[config.mk]
export PLATFORM = sky130hd
export DESIGN_NAME = lane_alu
export DESIGN_NICKNAME = d
export VERILOG_FILES = /design/src/logic/vec_pkg.sv /design/src/logic/lane_alu.sv
export SDC_FILE = /design/constraint.sdc
export NUM_CORES = 1
export LEC_CHECK = 0
export ABC_AREA = 1
export ABC_CLOCK_PERIOD_IN_PS = 11400
export BUFFER_PORTS_ARGS = -buffer_cell sky130_fd_sc_hd__buf_2
export CAP_MARGIN = 20
export CORE_ASPECT_RATIO = 1.1
export CORE_MARGIN = 5
export CORE_UTILIZATION = 25
export CTS_CLUSTER_SIZE = 24
export DETAILED_ROUTE_END_ITERATION = 12
export SYNTH_ARGS = -nofsm -noshare
export SYNTH_HDL_FRONTEND = slang
export SYNTH_SLANG_ARGS = --single-unit
[constraint.sdc]
create_clock -name clk -period 11.4 [get_ports clk]
set_input_delay 1.14 -clock clk [delete_from_list [all_inputs] [get_ports clk]]
set_output_delay 1.14 -clock clk [all_outputs]
set_load 0.05 [all_outputs]
[src/logic/vec_pkg.sv]
`default_nettype none

package vec_pkg;

    //////////////////////////////////////////////////
    // widths
    //////////////////////////////////////////////////

    // one lane and the two-lane memory word
    localparam int lane_w = 16;
    localparam int lane_n = 2;
    localparam int word_w = lane_n * lane_w;

    // 256-word operand memory
    localparam int addr_w = 8;

    // apb byte address
    localparam int apb_addr_w = 12;

    //////////////////////////////////////////////////
    // address map
    //////////////////////////////////////////////////

    // paddr bit that leaves the memory window when set
    localparam int mem_window = 10;
    // word index sits in paddr[9:2]
    localparam int mem_index_lsb = 2;
    localparam logic [apb_addr_w-1:0] inst_reg_addr = 12'h400;
    localparam logic [apb_addr_w-1:0] retired_addr = 12'h404;

    //////////////////////////////////////////////////
    // opcodes and records
    //////////////////////////////////////////////////

    typedef enum logic [3:0] {
        op_add = 4'h0,
        op_sub = 4'h1,
        op_mul = 4'h2,
        op_and = 4'h3,
        op_xor = 4'h4
    } vec_op_e;

    // host instruction word, op kept raw so undefined codes can be seen
    typedef struct packed {
        logic [3:0]        op;
        logic [3:0]        rsvd;
        logic [addr_w-1:0] rd;
        logic [addr_w-1:0] rs1;
        logic [addr_w-1:0] rs0;
    } vec_inst_t;

    // decode to operand read
    typedef struct packed {
        logic              valid;
        vec_op_e           op;
        logic [addr_w-1:0] rd;
        logic [addr_w-1:0] rs0;
        logic [addr_w-1:0] rs1;
    } issue_t;

    // operand read to alu
    typedef struct packed {
        logic              valid;
        vec_op_e           op;
        logic [addr_w-1:0] rd;
        logic [word_w-1:0] a;
        logic [word_w-1:0] b;
    } operand_t;

    // alu back to the memory write port
    typedef struct packed {
        logic              valid;
        logic [addr_w-1:0] rd;
        logic [word_w-1:0] data;
    } wb_t;

endpackage

`default_nettype wire

[src/logic/lane_alu.sv]
`default_nettype none

module lane_alu (
    input  wire logic               clk,
    input  wire logic               rst,
    input  var  vec_pkg::operand_t  operands,
    output vec_pkg::wb_t            wb
);

    logic [vec_pkg::word_w-1:0] result;

    // one lane, everything kept to lane width so it wraps
    function automatic logic [vec_pkg::lane_w-1:0] lane_op(
        input vec_pkg::vec_op_e           op,
        input logic [vec_pkg::lane_w-1:0] a,
        input logic [vec_pkg::lane_w-1:0] b
    );
        logic [vec_pkg::lane_w-1:0] r;
        case (op)
            vec_pkg::op_add: r = a + b;
            vec_pkg::op_sub: r = a - b;
            // low half of the product
            vec_pkg::op_mul: r = a * b;
            vec_pkg::op_and: r = a & b;
            vec_pkg::op_xor: r = a ^ b;
            default:         r = '0;
        endcase
        return r;
    endfunction

    //////////////////////////////////////////////////
    // lanes
    //////////////////////////////////////////////////

    // each lane on its own, no carry between them
    always_comb begin
        result = '0;
        for (int l = 0; l < vec_pkg::lane_n; l++) begin
            result[l*vec_pkg::lane_w +: vec_pkg::lane_w] =
                lane_op(operands.op,
                        operands.a[l*vec_pkg::lane_w +: vec_pkg::lane_w],
                        operands.b[l*vec_pkg::lane_w +: vec_pkg::lane_w]);
        end
    end

    // write-back record
    always_ff @(posedge clk) begin
        if (rst) begin
            wb.valid <= 1'b0;
        end else begin
            wb.valid <= operands.valid;
        end
        wb.rd   <= operands.rd;
        wb.data <= result;
    end

endmodule

`default_nettype wire

==> results.md <==
- Outcome: completed
- M1 WL: 17.2 mm
- Die W: roughly 230 µm
- Synth Register Bits: 41
- Fillers: 5646
- WP data required: 11.58 ns
- Most common cell after layout, fill and taps aside: nand2_1
- Port bufs: 119
- Core box area: 51100 µm²
- Multi-input gate area: 9830 µm²
- Syn nets: 2293
- I/O pins: between 100 and 150
- Endpoints failing setup: 0
- PwrDens: 178 nW/µm²
- DR vias: roughly 12000
- Netlist Area Pre-Place: around 13000 µm²
- YS warnings: 0
- Layout Nets: 2357
- Vias in the first global route: around 12000
- DRC viols: 0
- DR WL met3: 2.39 mm
- Clock transition at path regs: ~0.070 ns
- Cell variety after synth: 48
- EDFF count, synth: 0
- Postcts setup bufs: 0
- Crit Path Class: in -> reg
- Hold slack: 0.931 ns
- # rows: 87
- Total gr overflow: 0
- Setup tns final: 0 ns
- CP arrival: 6.28 ns
- H-tree levels: 2
- Final core utilization: 0.277
- Clock sink total: 41
- Area leader, netlist: fa_1
- Resize count post-CTS: 0
- Maximum vdd drop: 0.104 mV
- Die Y: 248 µm
- Via density per instance: 4.50
- Post-DP HPWL: 32.2 mm
- Biggest regs: wb x41
- Syn-to-layout area delta: 10.3%
- Cell count after synthesis: 1890
- CP max stage cell: fa_1
- XOR/XNOR Fraction of Synth Area: 0.0307
- Clock buffer depth: 2
- Wire length per cell: 15.2 µm
- Pin count of the biggest net entering global routing: 33
- Most frequent cells in the layout: 559 x nand2_1, 478 x inv_1, 162 x fa_1, 162 x ha_1, 119 x buf_2
- Max_cap viols: 0
- Ys async rst share: 0
- Hold Vio Cnt, Final: 0
- Slew Limit Fails: 0
- Unrepaired setup endpoints after global routing: no
- Critical Path Most Common Cell: fa_1
- CTS tree: done
- Largest family of logic cells by synthesized area: adder cells
- Max reg flops: 41
- Antenna Violating Nets Remaining: 0
- Synthesized-area fraction occupied by adder cells: 0.411
- First-pass DRT Iterations: 5
- Crit-path cells: buf_2 -> ha_1 -> inv_1 -> fa_1 -> fa_1 -> fa_1 -> fa_1 -> inv_1 -> fa_1 -> inv_1 -> fa_1 -> inv_1 -> ha_1 -> inv_1 -> nor4_1 -> nand3_1 -> nand3_1 -> a21oi_1 -> o21ai_1 -> nand4_1
- Root buffer cell: clkbuf_16
- Initial antenna violation count: 1
- Diode count: 0
- FF+latch area: 821 µm²
- Slew headroom: 0.588
- Hold buffer count at cts: 0
- Slew @ Worst Pin: 0.617 ns
- Max Clock Freq: approximately 0.16 GHz
- Final WL: around 40 mm
- Post-synthesis compound-gate area fraction: 0.0774
- Fin crit share: 0.536
- First-pass GRT wire length: 63.0 mm
- Startpoint Class: primary input
- DR iter-0 viols: 727
- Slowest stage delay, CP: 0.55 ns
- Dominant cells by area after synthesis: fa_1 25%, nand2_1 16%, ha_1 16%
- Hold WC Path Type: in -> reg
- Overall power: 2520 µW
- Global Route Usage Sum: 0.141
- Ys flop type: dfxtp_1
- Initial core utilization: 0.251
- Worst setup EP type: register
- CP Max Fanout: 13
- Metal2 WL: 19.4 mm
- Post-Synth Simple-Gate Area: 0.246
- TritonCTS buffer count: 5
- DIE AREA: 55900 µm²
- Multiplexer fraction of the synthesized cell area: 0
- Syn avg cell area: 6.79 µm²
- Top reg by flops: wb
- Highest routed layer: met4
- GPL Wtd Cong: 0.930
- Final min period: 6.11 ns
- Sequential share of the synthesized area: 0.0640
- LEAKAGE: 0.00837 µW
- Ratio of cells with drive above 1 in the final layout: 0.0890
- Share of the synthesized area in the top cell type: 0.253
## worst max-delay path: cells and delay by family
kind / cells / cell delay, ns
adder cells (fa/ha/maj): 8 / 3.52
buffers and inverters: 6 / 0.61
AO/OA/AOI/OAI: 2 / 0.16
AND/OR/NAND/NOR: 4 / 0.84
## per-stage QoR
step,setup slack (ns),cell area [µm²],cells
after global routing,5.00,14200,2622
after floorplan,5.44,12800,1890
after CTS,5.32,14200,2622
after global placement,5.07,14000,2614
final,5.29,14200,2622
after detailed placement,5.00,14000,2614
## logic make-up (layout without fill, tap and decap cells)
kind of cell / after synthesis / after routing
xor+xnor: 45 / 45
simple gates: 753 / 753
buf+inv: 560 / 625
flops: 41 / 41
compound gates: 167 / 167
fa+ha+maj: 324 / 324
## power by group
group / total, µW / internal (µW) / switching (µW)
combinational: 2140 / 765 / 1370
sequential: 183 / 169 / 13.7
clock: 197 / 125 / 71.7
## synth_stat cells, types with 3 or more instances
library cell  number
a21boi_0           4
a21boi_1           5
a21o_1             3
a21oi_1           62
a22o_1             6
a31oi_1            4
buf_2             27
buf_4              6
buf_6              4
clkbuf_1          28
dfxtp_1           41
fa_1             162
ha_1             162
inv_1            478
inv_2             16
nand2_1          559
nand2_2            4
nand3_1           82
nand3b_1          12
nand4_1           13
nor2_1            45
nor2_2             5
nor3_1             8
nor3_2             6
nor4_1             3
o2111ai_1         14
o21ai_0           32
o21ai_1           23
o31ai_1            4
or2_0              3
or2_2              4
xnor2_1           12
xor2_1            33
## layer usage
| metal | global-route usage | up-vias |
|---|---|---|
| li1 | - | 5796 |
| met1 | 0.187 | 5588 |
| met2 | 0.251 | 356 |
| met3 | 0.0106 | 55 |
| met4 | 0.0324 | 0 |
| met5 | 0 | - |
## worst paths after layout
kind / slack (ns) / from / depth (start not counted) / to
setup / recovery: 5.29 / operands[53] / 20 / wb[30]
hold / removal: 0.93 / operands[64] / 1 / wb[32]
## area by class of cell
cell class | instances | area share
repair buffers | 122 | 0.0437
clock buffers | 5 | 0.00884
flip-flops and latches | 41 | 0.0580
well taps | 667 | 0.0590
inverters | 495 | 0.131
clock inverters | 3 | 0.00460
multi-input cells | 1289 | 0.695
Power figures use the tool's default switching activity.
