<file path="src/logic/vec_pkg.sv">
`default_nettype none

package vec_pkg;

    //////////////////////////////////////////////////
    // widths
    //////////////////////////////////////////////////

    // one lane and the two-lane memory word
    localparam int lane_w = 16;
    localparam int lane_n = 2;
    localparam int word_w = lane_n * lane_w;

    // 256-word operand memory
    localparam int addr_w = 8;

    // apb byte address
    localparam int apb_addr_w = 12;

    //////////////////////////////////////////////////
    // address map
    //////////////////////////////////////////////////

    // paddr bit that leaves the memory window when set
    localparam int mem_window = 10;
    // word index sits in paddr[9:2]
    localparam int mem_index_lsb = 2;
    localparam logic [apb_addr_w-1:0] inst_reg_addr = 12'h400;
    localparam logic [apb_addr_w-1:0] retired_addr = 12'h404;

    //////////////////////////////////////////////////
    // opcodes and records
    //////////////////////////////////////////////////

    typedef enum logic [3:0] {
        op_add = 4'h0,
        op_sub = 4'h1,
        op_mul = 4'h2,
        op_and = 4'h3,
        op_xor = 4'h4
    } vec_op_e;

    // host instruction word, op kept raw so undefined codes can be seen
    typedef struct packed {
        logic [3:0]        op;
        logic [3:0]        rsvd;
        logic [addr_w-1:0] rd;
        logic [addr_w-1:0] rs1;
        logic [addr_w-1:0] rs0;
    } vec_inst_t;

    // decode to operand read
    typedef struct packed {
        logic              valid;
        vec_op_e           op;
        logic [addr_w-1:0] rd;
        logic [addr_w-1:0] rs0;
        logic [addr_w-1:0] rs1;
    } issue_t;

    // operand read to alu
    typedef struct packed {
        logic              valid;
        vec_op_e           op;
        logic [addr_w-1:0] rd;
        logic [word_w-1:0] a;
        logic [word_w-1:0] b;
    } operand_t;

    // alu back to the memory write port
    typedef struct packed {
        logic              valid;
        logic [addr_w-1:0] rd;
        logic [word_w-1:0] data;
    } wb_t;

endpackage

`default_nettype wire

</file>
<file path="src/logic/apb_host_port.sv">
`default_nettype none

module apb_host_port #(
    parameter int RETIRE_COUNT_W = 16
) (
    input  wire logic                            clk,
    input  wire logic                            rst,
    input  wire logic                            psel,
    input  wire logic                            penable,
    input  wire logic                            pwrite,
    input  wire logic [vec_pkg::apb_addr_w-1:0]  paddr,
    input  wire logic [vec_pkg::word_w-1:0]      pwdata,
    output logic      [vec_pkg::word_w-1:0]      prdata,
    output logic                                 pready,
    output logic                                 pslverr,
    output logic                                 inst_valid,
    output vec_pkg::vec_inst_t                   inst,
    input  wire logic                            inst_accept,
    input  wire logic                            inst_illegal,
    output logic                                 mem_req,
    output logic                                 mem_we,
    output logic      [vec_pkg::addr_w-1:0]      mem_addr,
    output logic      [vec_pkg::word_w-1:0]      mem_wdata,
    input  wire logic                            mem_grant,
    input  wire logic [vec_pkg::word_w-1:0]      mem_rdata,
    input  var  vec_pkg::wb_t                    wb
);

    logic                          access;
    logic                          hit_mem;
    logic                          hit_inst;
    logic                          hit_retired;
    logic                          addr_err;
    logic                          rd_wait;
    logic [RETIRE_COUNT_W-1:0]     retired;
    logic [vec_pkg::word_w-1:0]    retired_ext;

    //////////////////////////////////////////////////
    // address decode
    //////////////////////////////////////////////////

    assign access      = psel & penable;
    assign hit_mem     = ~paddr[vec_pkg::mem_window];
    assign hit_inst    = (paddr == vec_pkg::inst_reg_addr);
    assign hit_retired = (paddr == vec_pkg::retired_addr);

    // wrong direction on a register, or nothing mapped there
    assign addr_err = (hit_inst & ~pwrite) | (hit_retired & pwrite)
                    | (~hit_mem & ~hit_inst & ~hit_retired);

    // instruction offer, decode answers in the same cycle
    assign inst_valid = access & hit_inst & pwrite;
    assign inst       = pwdata;

    // memory request, held off while read data is in flight
    assign mem_req   = access & hit_mem & ~rd_wait;
    assign mem_we    = pwrite;
    assign mem_addr  = paddr[vec_pkg::mem_index_lsb +: vec_pkg::addr_w];
    assign mem_wdata = pwdata;

    //////////////////////////////////////////////////
    // completion
    //////////////////////////////////////////////////

    // read grant now, data next cycle
    always_ff @(posedge clk) begin
        if (rst) begin
            rd_wait <= 1'b0;
        end else begin
            rd_wait <= mem_req & ~mem_we & mem_grant;
        end
    end

    // counter, error and instruction answers close on the first access cycle
    assign pready = rd_wait
                  | (mem_req & mem_we & mem_grant)
                  | (access & hit_retired & ~pwrite)
                  | (access & addr_err)
                  | inst_accept
                  | inst_illegal;

    assign pslverr = (access & addr_err) | inst_illegal;

    // zero extend the counter onto the bus
    always_comb begin
        retired_ext = '0;
        retired_ext[RETIRE_COUNT_W-1:0] = retired;
    end

    always_comb begin
        prdata = '0;
        if (rd_wait) begin
            prdata = mem_rdata;
        end else if (access & hit_retired & ~pwrite) begin
            prdata = retired_ext;
        end
    end

    // one retire per write-back, wraps at counter width
    always_ff @(posedge clk) begin
        if (rst) begin
            retired <= '0;
        end else if (wb.valid) begin
            retired <= retired + 1'b1;
        end
    end

endmodule

`default_nettype wire

</file>
<file path="config.mk">
export PLATFORM = sky130hd
export DESIGN_NAME = apb_host_port
export DESIGN_NICKNAME = d
export VERILOG_FILES = /design/src/logic/vec_pkg.sv /design/src/logic/apb_host_port.sv
export SDC_FILE = /design/constraint.sdc
export NUM_CORES = 1
export LEC_CHECK = 0
export BUFFER_PORTS_ARGS = -buffer_cell sky130_fd_sc_hd__buf_2
export CORE_AREA = 2 2 90 92
export DETAILED_ROUTE_END_ITERATION = 16
export DIE_AREA = 0 0 92 94
export GPL_ROUTABILITY_DRIVEN = 0
export PLACE_DENSITY = 0.66
export SLEW_MARGIN = 20
export SYNTH_ARGS = -nofsm -noshare
export SYNTH_HDL_FRONTEND = slang
export SYNTH_SLANG_ARGS = --single-unit
</file>
<file path="constraint.sdc">
create_clock -name clk -period 1.5 [get_ports clk]
set_input_delay 0.3 -clock clk [delete_from_list [all_inputs] [get_ports clk]]
set_output_delay 0.3 -clock clk [all_outputs]
set_load 0.02 [all_outputs]
</file>
==> out/results.ini, run 1 <==
[drt]
dr_total_vias = 1490
first_pass_iters = 4
met1Wirelength_microns = 1759
drt-initial-drc-count = 62
drc = 0
drt-wirelength-per-cell_microns = 13.42
dr_wl_met3_microns = 372
ant_nets = 0
topRoutingLayerUsed = met4
wl_met2_microns = 2532
wl_microns = 4749
avgViaCountPerCell = 4.209

[floorplan]
die_w_microns = 92
fp-row-count = 32
start_util_pct = 22.75
fp.coreArea_sq_mm = 0.007607
boundaryPins = 234
die_y_microns = 94
design.die.area_sq_mm = 0.008648

[timing]
setup_viol = 19
max_slew_margin_pct = 76.80
final_hold_viol_count = 0
max_freq_ghz = 0.5327
fin_setup_tns_ns = -6.051
maxSlewViolCount = 0
fin_ws_ns = -0.3773
hold_ws_ns = 0.3107
min_period_ns = 1.877
worstMarginPinSlew_ns = 0.3480
rsz0062_at_grt = true
fin_skew_ns = 0.004425
finalCritPeriodShare_pct = 125.2

[synthesis]
async_flop_share_pct = 0
ys_ff_latch = 17
yosysWarnings = 0
synth-xor-area-share_pct = 7.592
synth-simple-area-share_pct = 26.32
synth_top_family_by_area = buffers and inverters
synth_mux_area_share_pct = 0.5785
synth.avg_cell_area_sq_um = 8.162
synthAdderAreaFrac_pct = 0.7231
syn_inst = 212
yosys.cell_types.count = 35
synth_compound_area_share_pct = 10.20
syn-num-nets = 338
synth_area_sq_mm = 0.001730
synth_edf_count = 0
ys_seq_area_share_pct = 19.67
ys.flop_type = dfxtp_1

[clock_network]
insertion_delay_ns = 0.25
clk_pin_slew_ns = 0.07
cts_tree = yes
cts_hold_buffers = 0
clk_path_buf_depth = 2
clock-sinks = 17
htreeDepth = 1
root_buffer = clkbuf_8
cts_buffers = 3

[critical_path]
cp-start-kind = primary input
critPathSlowestCell = nor4_4
crit_fanout = 16
rrSetupSlack_ns = 0.11
r2r-end = retired[15]
crit_type = in -> out
arrival_ns = 1.58
path_buf_inv = 3
crit_path_max_incr_delay_ns = 0.28
critPathTopFamily = simple AND/OR/NAND/NOR gates
end_kind = primary output
cpMostUsedCell = nor4_4
timing.rr.start = retired[3]
crit_chain = buf_8 > nor4_4 > nand3_2 > nor4_4 > buf_12 > a22o_1 > buf_6
reg2regPathDepth = 4
required_ns = 1.20

[job]
maxCapViolCount = 0

[global_route]
grt_pass1_vias = 1422
grt_max_degree = 28
antenna_found_initial = 1
grt-ovfl-total = 0
grt_pass1_wl_microns = 6817
grt_use_total_pct = 10.06

[status]
violations = negative setup slack
status = finished with violations

[final_layout]
area_growth_pct = 26.97
fin_nets = 379
layout_common_cells = 73 x buf_2, 22 x buf_4, 20 x buf_6
fin_cells = 354
layout_commonest_cell = buf_2
drive_gt1_share_pct = 57.94
antenna_cells = 0
final_core_util_pct = 28.88

[place]
dp_cells = 346
port-buffer-count = 97
dp_hpwl_microns = 3688
pre_cts_ws_ns = -0.4234

[hold_path]
worstHoldEndpoint = rd_wait
min_path_cells = 2
holdCritStartpoint = mem_grant
min_path_type = in -> reg

[pwr]
powerDensity_mw_per_mm2 = 482.6
peakVddDrop_mv = 0.2286
p_leak_nw = 0.9738

-- report_power, final --
group	internal (mW)	leakage, nW	switching [mW]	total [mW]
Combinational	0.122	0.814	0.120	0.242
Sequential	0.456	0.139	0.00584	0.462
Clock	0.187	0.0217	0.170	0.357
Total	0.765	0.974	0.296	1.06
-- worst max-delay path by stage --
| stage | depth (start not counted) | to | slack (ns) | start |
|---|---|---|---|---|
| floorplan | 5 | prdata[10] | -0.21 | paddr[4] |
| global placement | 7 | prdata[0] | -0.40 | paddr[4] |
| detailed placement | 7 | prdata[0] | -0.42 | paddr[4] |
| CTS | 7 | prdata[0] | -0.39 | paddr[4] |
| global route | 7 | prdata[0] | -0.45 | paddr[4] |
| finish | 7 | prdata[0] | -0.38 | paddr[4] |
-- worst register-to-register path: stages (launching register included) --
cell and delay (ns):
dfxtp_1 0.35, nand4_2 0.30, nor4_1 0.42, xnor2_1 0.16
nor2_1 0.05
-- layout make-up --
cell class | count | area [sq um]
fill | 820 | 5410
multi-input combinational | 110 | 853.3
timing repair buffer | 118 | 810.8
sequential | 17 | 345.3
tap | 102 | 127.6
clock buffer | 3 | 41.29
inverter | 3 | 11.26
clock inverter | 1 | 7.507
-- layer usage --
metal  up-vias  global-route usage, %
met2        64                  18.44
met4         0                  4.229
met1       683                  10.54
met3        12                  3.291
met5         -                      0
li1        731                      -
-- cells by family after synthesis --
family | count (synthesis)
xor+xnor | 15
flops | 17
mux | 1
fa+ha+maj | 1
simple gates | 73
buf+inv | 85
compound gates | 20
-- synth_stat cells, types with 2 or more instances --
library cell / n / area [sq um]
inv_1: 3 / 11.26
buf_4: 73 / 548.0
and2_1: 16 / 100.1
nor3_1: 5 / 25.02
or3_1: 2 / 12.51
xnor2_1: 11 / 96.34
nand4_1: 5 / 31.28
a22o_2: 7 / 70.07
a22o_1: 9 / 78.83
dfxtp_1: 17 / 340.3
clkbuf_1: 5 / 18.77
nor2_1: 17 / 63.81
buf_2: 2 / 10.01
nand2b_1: 2 / 12.51
nand3_1: 4 / 20.02
xor2_1: 4 / 35.03
nor4_1: 7 / 43.79
nor4_4: 2 / 42.54
nand2_1: 5 / 18.77
-- state kept, by name, indices dropped and copies added, names as in the netlist --
signal,cells
rd_wait,1
retired,16
-- timing repair --
action | in CTS | in global routing
setup endpoints to repair | 36 | 30
pin swaps | 2 | 3
resized for setup | 42 | 19
endpoints found under the hold margin | 0 | 0
buffers inserted | 2 | 2
-- through the flow --
step	instance area (sq um)	power (mW)
final	2197	1.060
after global routing	2197	1.111
after CTS	2096	1.062
after detailed placement	1891	0.6843
after global placement	1891	0.6811
after floorplan	1730	0.8218
Note: power is estimated with default switching activity, not from simulation.
==> run 2: changes to the inputs <==
Settings changed: CTS_BUF_LIST set to sky130_fd_sc_hd__clkbuf_2.
==> run 2 against run 1 <==
Compared with the run above:
- the flow still finishes with violations (negative setup slack)
- count of clock-buffer cells in the layout unchanged
- critical path depth unchanged
- global-route usage about the same
- total power down 11%
- utilization up 2.7 points
- register-to-register slack about the same
==> out/results.ini, run 2 (synthesis gave the netlist of run 1 again) <==
[drt]
avgViaCountPerCell = 4.266
drt-wirelength-per-cell_microns = 14.53
ant_nets = 0
drc = 0
dr_total_vias = 1540
first_pass_iters = 4
drt-initial-drc-count = 103
wl_microns = 5247

[timing]
maxSlewViolCount = 0
fin_setup_tns_ns = -6.699
final_hold_viol_count = 0
setup_viol = 30
min_period_ns = 1.889
fin_ws_ns = -0.3891
max_freq_ghz = 0.5294
worstMarginPinSlew_ns = 0.3407
fin_skew_ns = 0.02393
rsz0062_at_grt = true
finalCritPeriodShare_pct = 125.9
hold_ws_ns = 0.2561
max_slew_margin_pct = 77.28

[place]
pre_cts_ws_ns = -0.4234
placed_area_sq_mm = 0.001891
port-buffer-count = 97
dp_cells = 346
dp_hpwl_microns = 3688

[critical_path]
crit_chain = buf_8 > nor4_4 > nand3_2 > nor4_4 > buf_12 > a22o_1 > buf_6
required_ns = 1.20
crit_path_max_incr_delay_ns = 0.28
crit_fanout = 16
crit_type = in -> out
critPathTopFamily = simple AND/OR/NAND/NOR gates
reg2regPathDepth = 4
path_depth = 7
path_buf_inv = 3
end_kind = primary output
cp-start-kind = primary input
arrival_ns = 1.59
critPathSlowestCell = nor4_4
cpMostUsedCell = nor4_4

[final_layout]
area_growth_pct = 38.83
postLayoutCellArea_sq_mm = 0.002402
largest_register_ffs = 16
drive_gt1_share_pct = 64.09
fin_cells = 361
layout_commonest_cell = buf_2
fin_nets = 386
layout_common_cells = 57 x buf_2, 39 x buf_6, 24 x buf_4
reg_top3 = retired x16, rd_wait x1
top_register = retired
antenna_cells = 0

[clock_network]
htreeDepth = 1
insertion_delay_ns = 0.32
clock-sinks = 17
clk_path_buf_depth = 2
root_buffer = clkbuf_2
cts_buffers = 3
cts_tree = yes
clk_pin_slew_ns = 0.17

[floorplan]
design.die.area_sq_mm = 0.008648
die_y_microns = 94
fp.coreArea_sq_mm = 0.007607
boundaryPins = 234
die_w_microns = 92
fp-row-count = 32
start_util_pct = 22.75

[global_route]
grt_max_degree = 28
antenna_found_initial = 1
grt_pass1_wl_microns = 6796
grt-ovfl-total = 0
grt_use_total_pct = 10.02
grt_pass1_vias = 1420

[hold_path]
min_path_type = in -> reg
min_path_cells = 2

[pwr]
p_leak_nw = 1.042
peakVddDrop_mv = 0.1457
powerDensity_mw_per_mm2 = 393.0

[status]
violations = negative setup slack
status = finished with violations

[job]
maxCapViolCount = 0

## run 2: cell types whose count changed in the layout (fill, tap and decap cells not counted), sizes merged
cell    delta
clkbuf     +2
buf        +5
## run 2: report_power, final
group          internal (mW)  switching (mW)
Clock                 0.0622           0.162
Combinational          0.131           0.125
Sequential             0.457         0.00641
Total                  0.651           0.293
## run 2: routing by layer
metal	vias up	part of all wire, %	GRT usage (%)
li1	744	-	-
met1	720	37	10.54
met2	64	54	18.32
met3	12	6.9	3.291
met4	0	1.5	4.229
met5	-	0	0
## run 2: metrics by stage
stage,power [mW],utilization (%)
CTS,0.9273,27.60
detailed placement,0.6843,24.85
global route,0.9958,31.58
global placement,0.6811,24.85
finish,0.9441,31.58
floorplan,0.8218,-
## run 2: final cells by class
| class | count | area (sq um) |
|---|---|---|
| well taps | 102 | 127.6 |
| clock inverters | 1 | 7.507 |
| clock buffers | 3 | 15.01 |
| multi-input cells | 110 | 885.9 |
| flip-flops and latches | 17 | 345.3 |
| inverters | 3 | 11.26 |
| fillers | 791 | 5205 |
| repair buffers | 125 | 1010 |
## run 2: worst paths after layout
check / start / endpoint / slack, ns
max: paddr[4] / prdata[0] / -0.39
max reg2reg: retired[3] / retired[15] / 0.12
min reg2reg: retired[15] / retired[15] / 0.56
min: mem_grant / rd_wait / 0.26
## run 2: timing repair
action	CTS	global route
pin swaps	2	4
setup endpoints to repair	36	41
hold buffers	0	0
gates cloned	0	3
buffers inserted	2	7
resized for setup	53	58
