### src/logic/vec_pkg.sv
`default_nettype none

package vec_pkg;

    //////////////////////////////////////////////////
    // widths
    //////////////////////////////////////////////////

    // one lane and the two-lane memory word
    localparam int lane_w = 16;
    localparam int lane_n = 2;
    localparam int word_w = lane_n * lane_w;

    // 256-word operand memory
    localparam int addr_w = 8;

    // apb byte address
    localparam int apb_addr_w = 12;

    //////////////////////////////////////////////////
    // address map
    //////////////////////////////////////////////////

    // paddr bit that leaves the memory window when set
    localparam int mem_window = 10;
    // word index sits in paddr[9:2]
    localparam int mem_index_lsb = 2;
    localparam logic [apb_addr_w-1:0] inst_reg_addr = 12'h400;
    localparam logic [apb_addr_w-1:0] retired_addr = 12'h404;

    //////////////////////////////////////////////////
    // opcodes and records
    //////////////////////////////////////////////////

    typedef enum logic [3:0] {
        op_add = 4'h0,
        op_sub = 4'h1,
        op_mul = 4'h2,
        op_and = 4'h3,
        op_xor = 4'h4
    } vec_op_e;

    // host instruction word, op kept raw so undefined codes can be seen
    typedef struct packed {
        logic [3:0]        op;
        logic [3:0]        rsvd;
        logic [addr_w-1:0] rd;
        logic [addr_w-1:0] rs1;
        logic [addr_w-1:0] rs0;
    } vec_inst_t;

    // decode to operand read
    typedef struct packed {
        logic              valid;
        vec_op_e           op;
        logic [addr_w-1:0] rd;
        logic [addr_w-1:0] rs0;
        logic [addr_w-1:0] rs1;
    } issue_t;

    // operand read to alu
    typedef struct packed {
        logic              valid;
        vec_op_e           op;
        logic [addr_w-1:0] rd;
        logic [word_w-1:0] a;
        logic [word_w-1:0] b;
    } operand_t;

    // alu back to the memory write port
    typedef struct packed {
        logic              valid;
        logic [addr_w-1:0] rd;
        logic [word_w-1:0] data;
    } wb_t;

endpackage

`default_nettype wire

### src/logic/inst_decode.sv
`default_nettype none

module inst_decode (
    input  wire logic         clk,
    input  wire logic         rst,
    input  wire logic         inst_valid,
    input  var  vec_pkg::vec_inst_t inst,
    input  var  vec_pkg::operand_t  operands,
    input  var  vec_pkg::wb_t       wb,
    output logic              inst_accept,
    output logic              inst_illegal,
    output vec_pkg::issue_t   issue
);

    logic legal;
    logic hazard;

    // true when a valid stage writes the given source
    function automatic logic src_busy(
        input logic [vec_pkg::addr_w-1:0] src,
        input logic                       stage_valid,
        input logic [vec_pkg::addr_w-1:0] stage_rd
    );
        return stage_valid && (src == stage_rd);
    endfunction

    //////////////////////////////////////////////////
    // opcode check
    //////////////////////////////////////////////////

    always_comb begin
        case (vec_pkg::vec_op_e'(inst.op))
            vec_pkg::op_add,
            vec_pkg::op_sub,
            vec_pkg::op_mul,
            vec_pkg::op_and,
            vec_pkg::op_xor: legal = 1'b1;
            default:         legal = 1'b0;
        endcase
    end

    //////////////////////////////////////////////////
    // scoreboard
    //////////////////////////////////////////////////

    // either source pending in issue, operand or write-back
    assign hazard = src_busy(inst.rs0, issue.valid, issue.rd)
                  | src_busy(inst.rs1, issue.valid, issue.rd)
                  | src_busy(inst.rs0, operands.valid, operands.rd)
                  | src_busy(inst.rs1, operands.valid, operands.rd)
                  | src_busy(inst.rs0, wb.valid, wb.rd)
                  | src_busy(inst.rs1, wb.valid, wb.rd);

    // refused at once, hazard or not
    assign inst_illegal = inst_valid & ~legal;
    // stall by leaving accept low
    assign inst_accept  = inst_valid & legal & ~hazard;

    // issue register, bubble when nothing accepted
    always_ff @(posedge clk) begin
        if (rst) begin
            issue.valid <= 1'b0;
        end else begin
            issue.valid <= inst_accept;
        end
        issue.op  <= vec_pkg::vec_op_e'(inst.op);
        issue.rd  <= inst.rd;
        issue.rs0 <= inst.rs0;
        issue.rs1 <= inst.rs1;
    end

endmodule

`default_nettype wire

### config.mk
export PLATFORM = sky130hd
export DESIGN_NAME = inst_decode
export DESIGN_NICKNAME = d
export VERILOG_FILES = /design/src/logic/vec_pkg.sv /design/src/logic/inst_decode.sv
export SDC_FILE = /design/constraint.sdc
export NUM_CORES = 1
export LEC_CHECK = 0
export BUFFER_PORTS_ARGS = -buffer_cell sky130_fd_sc_hd__buf_2
export CORE_MARGIN = 10
export CORE_UTILIZATION = 28
export CTS_CLUSTER_DIAMETER = 200
export CTS_CLUSTER_SIZE = 28
export DETAILED_ROUTE_END_ITERATION = 6
export PLACE_DENSITY = 0.8
export SLEW_MARGIN = 30
export SYNTH_ARGS = -nofsm -noshare
export SYNTH_HDL_FRONTEND = slang
export SYNTH_SLANG_ARGS = --single-unit
### constraint.sdc
create_clock -name clk -period 1.49 [get_ports clk]
set_clock_uncertainty 0.05 [all_clocks]
set_input_delay 0.2235 -clock clk [delete_from_list [all_inputs] [get_ports clk]]
set_output_delay 0.2235 -clock clk [all_outputs]
set_load 0.03 [all_outputs]
==> impl_metrics.json, run 1 <==
{
  "status": "finished, violations left",
  "violations": "negative setup slack",
  "antenna_left": 0,
  "drcViolationCount": 0,
  "timing.final.ws_setup_ns": -0.296,
  "syn_nets": 253,
  "tritoncts": "built",
  "yosys_warnings": 0,
  "yosys.area.top_type": "dfxtp_1",
  "drive_gt1_share_pct": 51.8,
  "antenna_found_initial": 0,
  "finalHoldViolations": 0,
  "drtIter0Drc": 12,
  "leakage_nw": 0.788,
  "gp_congestion": 0.817,
  "final_cells": 245,
  "io_buffers": 79,
  "ios": 184,
  "dieArea_um2": 7060,
  "cp_cell_sequence": "xnor2_2, nand4_1, o22ai_2, a22oi_2, and4_4, buf_6",
  "nFillCells": 405,
  "combPwrFrac_pct": 21.9,
  "cp-start-kind": "flop",
  "worstPathRequired_ns": 1.22,
  "clockBufferDepth": 2,
  "timing.rr.end": "issue[28]$_SDFF_PP0_",
  "power_density_nw_per_um2": 1030,
  "slowest_stage": "dfxtp_4",
  "avgRoutedWirePerCell_um": 14.8,
  "r2r_start": "issue[21]$_DFF_P_",
  "dr.pass1.iters": 4,
  "rrSetupSlack_ns": 0.24,
  "multi_input_area_um2": 612,
  "post-route-period-util_pct": 120,
  "antenna_cells": 0,
  "grt_overflow": 0,
  "regMostFlops": "issue",
  "num_rows": 23,
  "maxCapViolCount": 0,
  "worst_slew_pin_slew_ns": 0.206,
  "ys_types": 12,
  "yosysTopAreaCellShare_pct": 50.5,
  "pwr-share-clk_pct": 34.1,
  "p_int_w": 0.00138,
  "min_delay_path_depth": 1,
  "core-area_um2": 3970,
  "clock_latency_ns": 0.28,
  "cts_root_buffer": "clkbuf_8",
  "dp_cells": 229,
  "wl_mm": 3.62,
  "slowest_delay_ns": 0.36,
  "die_h_um": 84.1,
  "syn_to_final_growth_pct": 60.6,
  "cp-end-kind": "output pin",
  "postCtsSetupRepairBufs": 0,
  "syn_area_um2": 1150,
  "top_regs": "issue x29",
  "cp_num_buf_inv": 1,
  "endpoint": "inst_accept",
  "track_usage_pct": 10.3,
  "cts_made_buffers": 5,
  "whs_ns": 0.0120,
  "layout.nets": 347,
  "ys_seq_area_share_pct": 50.5,
  "path_clk_slew_ns": 0.06,
  "largest_reg_flops": 29,
  "dpl_cell_area_um2": 1630,
  "htree_levels": 2,
  "num_vias": 1048,
  "hpwl_mm": 3.16,
  "avgViaCountPerCell": 4.28,
  "fmax_mhz": 560,
  "maxSlewHeadroom_pct": 86.1,
  "seqPwrFrac_pct": 43.9,
  "rsz0062_at_grt": "true",
  "finalSetupViolCount": 1,
  "crit_arrival_ns": 1.51,
  "timing.critical_path.from": "issue[23]$_DFF_P_",
  "synth_area_leaders": "dfxtp_1, xnor2_1, nand4_1",
  "fin_area_um2": 1840,
  "timing.final.crit_period_ns": 1.79,
  "synth_cells": 100,
  "critPathTopFamily": "flip-flops",
  "register_area_um2": 598,
  "fin_tns_setup_ns": -0.296,
  "swShare_pct": 27.3,
  "grt_pass1_vias": 1206,
  "clock-sinks": 29,
  "r2r_cells": 5,
  "grt_max_degree": 10,
  "grt_first_pass_wirelength_mm": 5.83,
  "crit_type": "reg2out",
  "initial_core_util_pct": 28.9,
  "ir_worst_vdd_uv": 592,
  "die_w_um": 84.1,
  "cp_max_fo": 3,
  "p_switching_w": 0.000519,
  "ys_seq_elements": 29,
  "timing.final.max_slew_violations": 0,
  "hp-start": "inst[29]",
  "syn_area_per_cell_um2": 11.5,
  "crit_cells": 6,
  "hp-class": "in2reg"
}
-- through the flow --
stage | power [W] | utilization [%] | worst slack [ns]
floorplan | 0.00107 | - | 0.00799
global placement | 0.00124 | 40.9 | -0.147
detailed placement | 0.00124 | 40.9 | -0.163
global route | 0.00201 | 46.4 | -0.386
CTS | 0.00194 | 45.9 | -0.345
finish | 0.00190 | 46.4 | -0.296
-- power by group through the flow --
stage / Clock, W / Sequential [W] / Combinational, W
finish: 0.000650 / 0.000837 / 0.000417
global route: 0.000714 / 0.000842 / 0.000451
CTS: 0.000683 / 0.000837 / 0.000419
detailed placement: 0 / 0.000852 / 0.000392
global placement: 0 / 0.000850 / 0.000387
floorplan: 0 / 0.000937 / 0.000137
-- cells by family (layout without fill, tap and decap cells) --
family,count (synthesis),after routing,synth area share [%]
AND/OR/NAND/NOR,18,18,9.91
XOR/XNOR,48,48,36.6
buffers and inverters,0,95,0
flip-flops,29,29,50.5
AO/OA/AOI/OAI,5,5,2.94
-- placed cells by master, fill, tap and decap left out, drive strengths merged --
cell / count
a22oi: 1
and3: 1
and4: 1
buf: 79
clkbuf: 8
dfxtp: 29
dlygate4sd3: 8
nand2: 1
nand4: 12
nor2: 1
nor2b: 1
nor4b: 1
o21a: 1
o22ai: 3
xnor2: 48
-- how the worst min path moves through the flow --
stage                              to  slack (ns)
floorplan           issue[20]$_DFF_P_        0.20
global placement    issue[22]$_DFF_P_        0.28
detailed placement  issue[22]$_DFF_P_        0.28
CTS                 issue[25]$_DFF_P_       0.002
global route        issue[24]$_DFF_P_       0.001
finish              issue[25]$_DFF_P_        0.01
-- final cells by class --
class / count / area share, %
Multi-Input combinational cell: 71 / 33.2
Sequential cell: 29 / 32.4
Timing Repair Buffer: 87 / 26.1
Clock buffer: 8 / 4.88
Tap cell: 50 / 3.39
-- cells in the mapped netlist --
cell,number
o21a_1,1
a22oi_1,1
dfxtp_1,29
nor2b_1,1
nor2_1,1
and4_1,1
nand4_1,12
o22ai_1,3
and3_2,1
xnor2_1,48
nor4b_1,1
nand2_1,1
-- layer usage --
metal / global-route usage, % / part of all wire (%)
met3: 6.84 / 12
met2: 16.5 / 48
met5: 0 / 0
met4: 3.65 / 1.2
met1: 10.5 / 39
-- what timing repair did --
action                     in CTS  in global routing
resized for setup               5                  4
pin swaps                       5                  1
hold endpoints to repair        8                  0
setup endpoints to repair       1                  1
gates cloned                    0                  0
hold buffers                    8                  0
(Power assumes the default switching activity.)
==> run 2, diff against run 1 <==
Settings changed: CORE_UTILIZATION 28 to 25, CTS_CLUSTER_DIAMETER 200 to 80, PLACE_DENSITY 0.8 to 0.73.
==> run 2 against run 1 <==
The run still ends with negative setup slack left. Global-route usage shrank 0.22 points. Combinational power is essentially flat. Final area up 1.2%. Fmax fell by 0.33%. Sequential share of layout area fell by 0.37 points. Final cell count grew 2.0%. Non-clock buffer count rose by 2. Register-to-register slack is essentially flat. Die area is 9.1% higher. Sequential power about the same. Via count about the same.
==> impl_metrics.json, run 2 (synthesized netlist as in run 1, its figures left out) <==
{
  "status": "finished, violations left",
  "violations": "negative setup slack",
  "grt_overflow": 0,
  "r2r_cells": 5,
  "timing.final.ws_setup_ns": -0.302,
  "layout.nets": 349,
  "htree_levels": 2,
  "finalHoldViolations": 0,
  "drtIter0Drc": 39,
  "cp-start-kind": "flop",
  "slowest_delay_ns": 0.36,
  "initial_core_util_pct": 26.0,
  "clock_latency_ns": 0.28,
  "crit_arrival_ns": 1.52,
  "min_delay_path_depth": 1,
  "finalSetupViolCount": 1,
  "hp-start": "inst[29]",
  "rsz0062_at_grt": "true",
  "leakage_nw": 0.794,
  "fmax_mhz": 558,
  "grt_first_pass_wirelength_mm": 6.06,
  "most-common-layout-cells": "buf_2, xnor2_1, dfxtp_1",
  "num_rows": 24,
  "place_ws_ns": -0.240,
  "final_common_cell": "buf_2",
  "clock-sinks": 29,
  "path_clk_slew_ns": 0.06,
  "dieArea_um2": 7710,
  "tritoncts": "built",
  "cp_max_fo": 3,
  "combPwrFrac_pct": 21.4,
  "worst_slew_pin_slew_ns": 0.243,
  "grt_pass1_vias": 1212,
  "nFillCells": 437,
  "rrSetupSlack_ns": 0.23,
  "top_regs": "issue x29",
  "cts_made_buffers": 5,
  "gp_congestion": 0.856,
  "pwr-share-clk_pct": 35.9,
  "seqPwrFrac_pct": 42.7,
  "die_h_um": 87.8,
  "post-route-util_pct": 42.3,
  "hp-class": "in2reg",
  "timing.final.crit_period_ns": 1.79,
  "worstPathRequired_ns": 1.22,
  "critPathTopFamily": "flip-flops",
  "largest_reg_flops": 29,
  "p_switching_w": 0.000531,
  "io_buffers": 79,
  "wl_mm": 3.87,
  "r2r_start": "issue[16]$_DFF_P_",
  "drive_gt1_share_pct": 51.3,
  "power_density_nw_per_um2": 1050,
  "regMostFlops": "issue",
  "ios": 184,
  "cp_cell_sequence": "xnor2_2, nand4_1, o22ai_2, a22oi_2, and4_4, buf_6",
  "timing.rr.end": "issue[28]$_SDFF_PP0_",
  "postCtsSetupRepairBufs": 0,
  "die_w_um": 87.8,
  "avgViaCountPerCell": 4.19,
  "clockBufferDepth": 2,
  "avgRoutedWirePerCell_um": 15.5,
  "ir_worst_vdd_uv": 326,
  "grt_max_degree": 10,
  "drcViolationCount": 0,
  "antenna_found_initial": 0,
  "syn_to_final_growth_pct": 62.4,
  "maxCapViolCount": 0,
  "cp_num_buf_inv": 1,
  "timing.final.max_slew_violations": 0,
  "core-area_um2": 4410,
  "p_int_w": 0.00143,
  "post-route-period-util_pct": 120,
  "whs_ns": 0.0117,
  "crit_type": "reg2out",
  "timing.critical_path.from": "issue[23]$_DFF_P_",
  "cp-end-kind": "output pin",
  "dr.pass1.iters": 4,
  "dp_cells": 231,
  "num_vias": 1047,
  "track_usage_pct": 10.1,
  "swShare_pct": 27.2,
  "final_cells": 250,
  "slowest_stage": "dfxtp_4",
  "hpwl_mm": 3.25,
  "holdPathEnd": "issue[25]$_DFF_P_",
  "cts_root_buffer": "clkbuf_8",
  "antenna_left": 0,
  "fin_tns_setup_ns": -0.302,
  "maxSlewHeadroom_pct": 83.6
}
run 2: cell count changes in the layout (fill, tap and decap cells not counted):
cell / before / now
dlygate4sd3_1: 8 / 10
clkinv_2: 0 / 1
diode_2: 0 / 1
clkbuf_1: 2 / 0
clkbuf_8: 6 / 7
xnor2_2: 4 / 2
xnor2_1: 44 / 46
run 2: power groups by stage:
stage	Clock, W	Sequential [W]	Combinational (W)
3_3_place_gp	0	0.000852	0.000388
3_5_place_dp	0	0.000853	0.000393
5_1_grt	0.000765	0.000841	0.000453
4_1_cts	0.000731	0.000837	0.000424
2_1_floorplan	0	0.000937	0.000137
6_report	0.000703	0.000836	0.000418
run 2: how the worst max path moves through the flow:
stage | end | slack (ns) | depth (start not counted)
6_report | inst_accept | -0.30 | 6
4_1_cts | inst_accept | -0.34 | 6
5_1_grt | inst_accept | -0.42 | 6
3_3_place_gp | inst_accept | -0.22 | 7
3_5_place_dp | inst_accept | -0.24 | 7
2_1_floorplan | inst_accept | 0.008 | 5
run 2: per-stage QoR:
stage / instance area [um2] / power (W)
6_report: 1870 / 0.00196
5_1_grt: 1860 / 0.00206
4_1_cts: 1860 / 0.00199
3_5_place_dp: 1630 / 0.00125
3_3_place_gp: 1630 / 0.00124
2_1_floorplan: 1170 / 0.00107
run 2: what timing repair did:
| item | in CTS | in global routing |
|---|---|---|
| gates resized for setup | 7 | 0 |
| endpoints found under the hold margin | 10 | 0 |
| setup endpoints to repair | 1 | 1 |
| pin swaps | 5 | 0 |
| hold buffers | 10 | 0 |
run 2: area by class of cell:
type / count / area, um2 / area share [%]
Sequential cell: 29 / 598 / 32.1
Multi-Input combinational cell: 71 / 597 / 32.0
Timing Repair Buffer: 89 / 502 / 26.9
Clock buffer: 7 / 96.3 / 5.16
Tap cell: 52 / 65.1 / 3.49
Clock inverter: 1 / 5.00 / 0.268
Antenna cell: 1 / 2.50 / 0.134
run 2: per-layer routing:
metal  GRT usage [%]  routed length, um  vias to the layer above  part of all wire, %
li1                -                  -                      534                    -
met1            11.1               1510                      455                   39
met2            16.0               1770                       54                   46
met3            5.20                547                        4                   14
met4            4.35                 47                        0                  1.2
met5               0                  0                        -                    0
==> run 3, diff against run 2 <==
Settings changed: PLACE_DENSITY 0.73 to 0.78.
Clock period 1.49 ns to 1.5 ns, I/O delays scaled along.
==> run 3 against run 2 <==
The flow still finishes with violations (negative setup slack). Sequential share of layout area rose by 0.38 points. Hold slack improved by 0.0032 ns. Register-to-register slack improved by 0.05 ns. Critical endpoint unchanged. Power fell by 4.4%.
==> impl_metrics.json, run 3 (synthesized netlist as in run 1, its figures left out) <==
{
  "die_h_um": 87.8,
  "antenna_left": 0,
  "syn_to_final_growth_pct": 59.1,
  "gp_congestion": 0.796,
  "crit_arrival_ns": 1.52,
  "avgRoutedWirePerCell_um": 15.4,
  "timing.final.crit_period_ns": 1.80,
  "post-route-period-util_pct": 120,
  "antenna_found_initial": 0,
  "avgViaCountPerCell": 4.15,
  "antenna_cells": 0,
  "clockBufferDepth": 2,
  "layout.nets": 348,
  "clock_latency_ns": 0.27,
  "worstPathRequired_ns": 1.22,
  "grt_max_degree": 9,
  "htree_levels": 2,
  "ios": 184,
  "finalHoldViolations": 0,
  "fmax_mhz": 556,
  "die_w_um": 87.8,
  "maxCapViolCount": 0,
  "multi_input_area_um2": 592,
  "register_area_um2": 593,
  "grt_pass1_vias": 1129,
  "nFillCells": 464,
  "power_density_nw_per_um2": 1020,
  "cp_max_fo": 3,
  "post-route-util_pct": 41.4,
  "cp-start-kind": "flop",
  "hp-class": "in2reg",
  "finalSetupViolCount": 1,
  "largest_reg_flops": 29,
  "leakage_nw": 0.783,
  "cp-end-kind": "output pin",
  "top_regs": "issue x29",
  "timing.final.max_slew_violations": 0,
  "clock-sinks": 29,
  "core-area_um2": 4410,
  "status": "finished, violations left",
  "cts_made_buffers": 5,
  "regMostFlops": "issue",
  "dpl_cell_area_um2": 1620,
  "drtIter0Drc": 34,
  "timing.final.ws_setup_ns": -0.299,
  "tritoncts": "built",
  "grt_overflow": 0,
  "wl_mm": 3.82,
  "io_buffers": 79,
  "num_rows": 24,
  "total_power_w": 0.00187,
  "most-common-layout-cells": "buf_2, xnor2_1, dfxtp_1",
  "final_common_cell": "buf_2",
  "dr.pass1.iters": 4,
  "grt_first_pass_wirelength_mm": 5.66,
  "path_clk_slew_ns": 0.06,
  "crit_type": "reg2out",
  "dieArea_um2": 7710,
  "maxSlewHeadroom_pct": 84.4,
  "worst_slew_pin_slew_ns": 0.231,
  "initial_core_util_pct": 26.0,
  "drcViolationCount": 0,
  "num_vias": 1024,
  "violations": "negative setup slack",
  "track_usage_pct": 9.58,
  "fin_area_um2": 1830,
  "drive_gt1_share_pct": 50.3,
  "rsz0062_at_grt": "true",
  "cts_root_buffer": "clkbuf_8",
  "ir_worst_vdd_uv": 441
}
-- run 3: changes by cell type in the layout (fill, tap and decap cells not counted), sizes merged --
cell         previous run  this run
diode                   1         0
dlygate4sd3            10         9
clkinv                  1         0
-- run 3: worst paths after layout --
kind	startpoint	to	slack (ns)	cells past startpoint
setup / recovery	issue[16]$_DFF_P_	inst_accept	-0.30	6
hold / removal	inst[28]	issue[24]$_DFF_P_	0.01	1
setup reg to reg	issue[19]$_DFF_P_	issue[28]$_SDFF_PP0_	0.28	5
hold reg to reg	issue[28]$_SDFF_PP0_	issue[28]$_SDFF_PP0_	0.59	2
-- run 3: repair_timing --
action                                 CTS  global route
hold buffers                             8             1
endpoints found under the hold margin    8             1
buffers inserted                         0             0
pin swaps                                8             0
setup endpoints to repair                1             1
resized for setup                        6             0
-- run 3: cell type report --
type	instances	share of cell area (%)
clock buffers	7	4.72
repair buffers	88	26.9
multi-input cells	71	32.4
well taps	52	3.56
flip-flops and latches	29	32.4
-- run 3: metrics by stage --
| stage | instances | setup TNS [ns] | hold WS, ns | worst slack (ns) |
|---|---|---|---|---|
| after detailed placement | 231 | -0.196 | 0.279 | -0.196 |
| after global routing | 247 | -0.402 | 0.00343 | -0.402 |
| after floorplan | 100 | 0 | 0.203 | 0.000615 |
| final | 247 | -0.299 | 0.0150 | -0.299 |
| after global placement | 231 | -0.191 | 0.278 | -0.191 |
| after CTS | 246 | -0.339 | 0.00262 | -0.339 |
-- run 3: layer usage --
| layer | vias up | share of wire [%] | GRT usage, % |
|---|---|---|---|
| met5 | - | 0 | 0 |
| met3 | 5 | 13 | 4.92 |
| li1 | 528 | - | - |
| met1 | 440 | 40 | 10.8 |
| met2 | 51 | 46 | 14.8 |
| met4 | 0 | 1.7 | 4.35 |
-- run 3: report_power, final --
part | switching (W) | total [W] | internal [W] | leakage (nW)
registers | 0.0000193 | 0.000833 | 0.000813 | 0.245
logic | 0.000222 | 0.000412 | 0.000190 | 0.494
clock network | 0.000263 | 0.000625 | 0.000363 | 0.0443
total | 0.000504 | 0.00187 | 0.00137 | 0.783
-- run 3: worst max-delay path, stage by stage (launching register included) --
cell and delay (ns):
dfxtp_4 0.36, xnor2_2 0.13, nand4_1 0.09, o22ai_1 0.09, a22oi_1 0.21, and4_2 0.25
buf_6 0.13
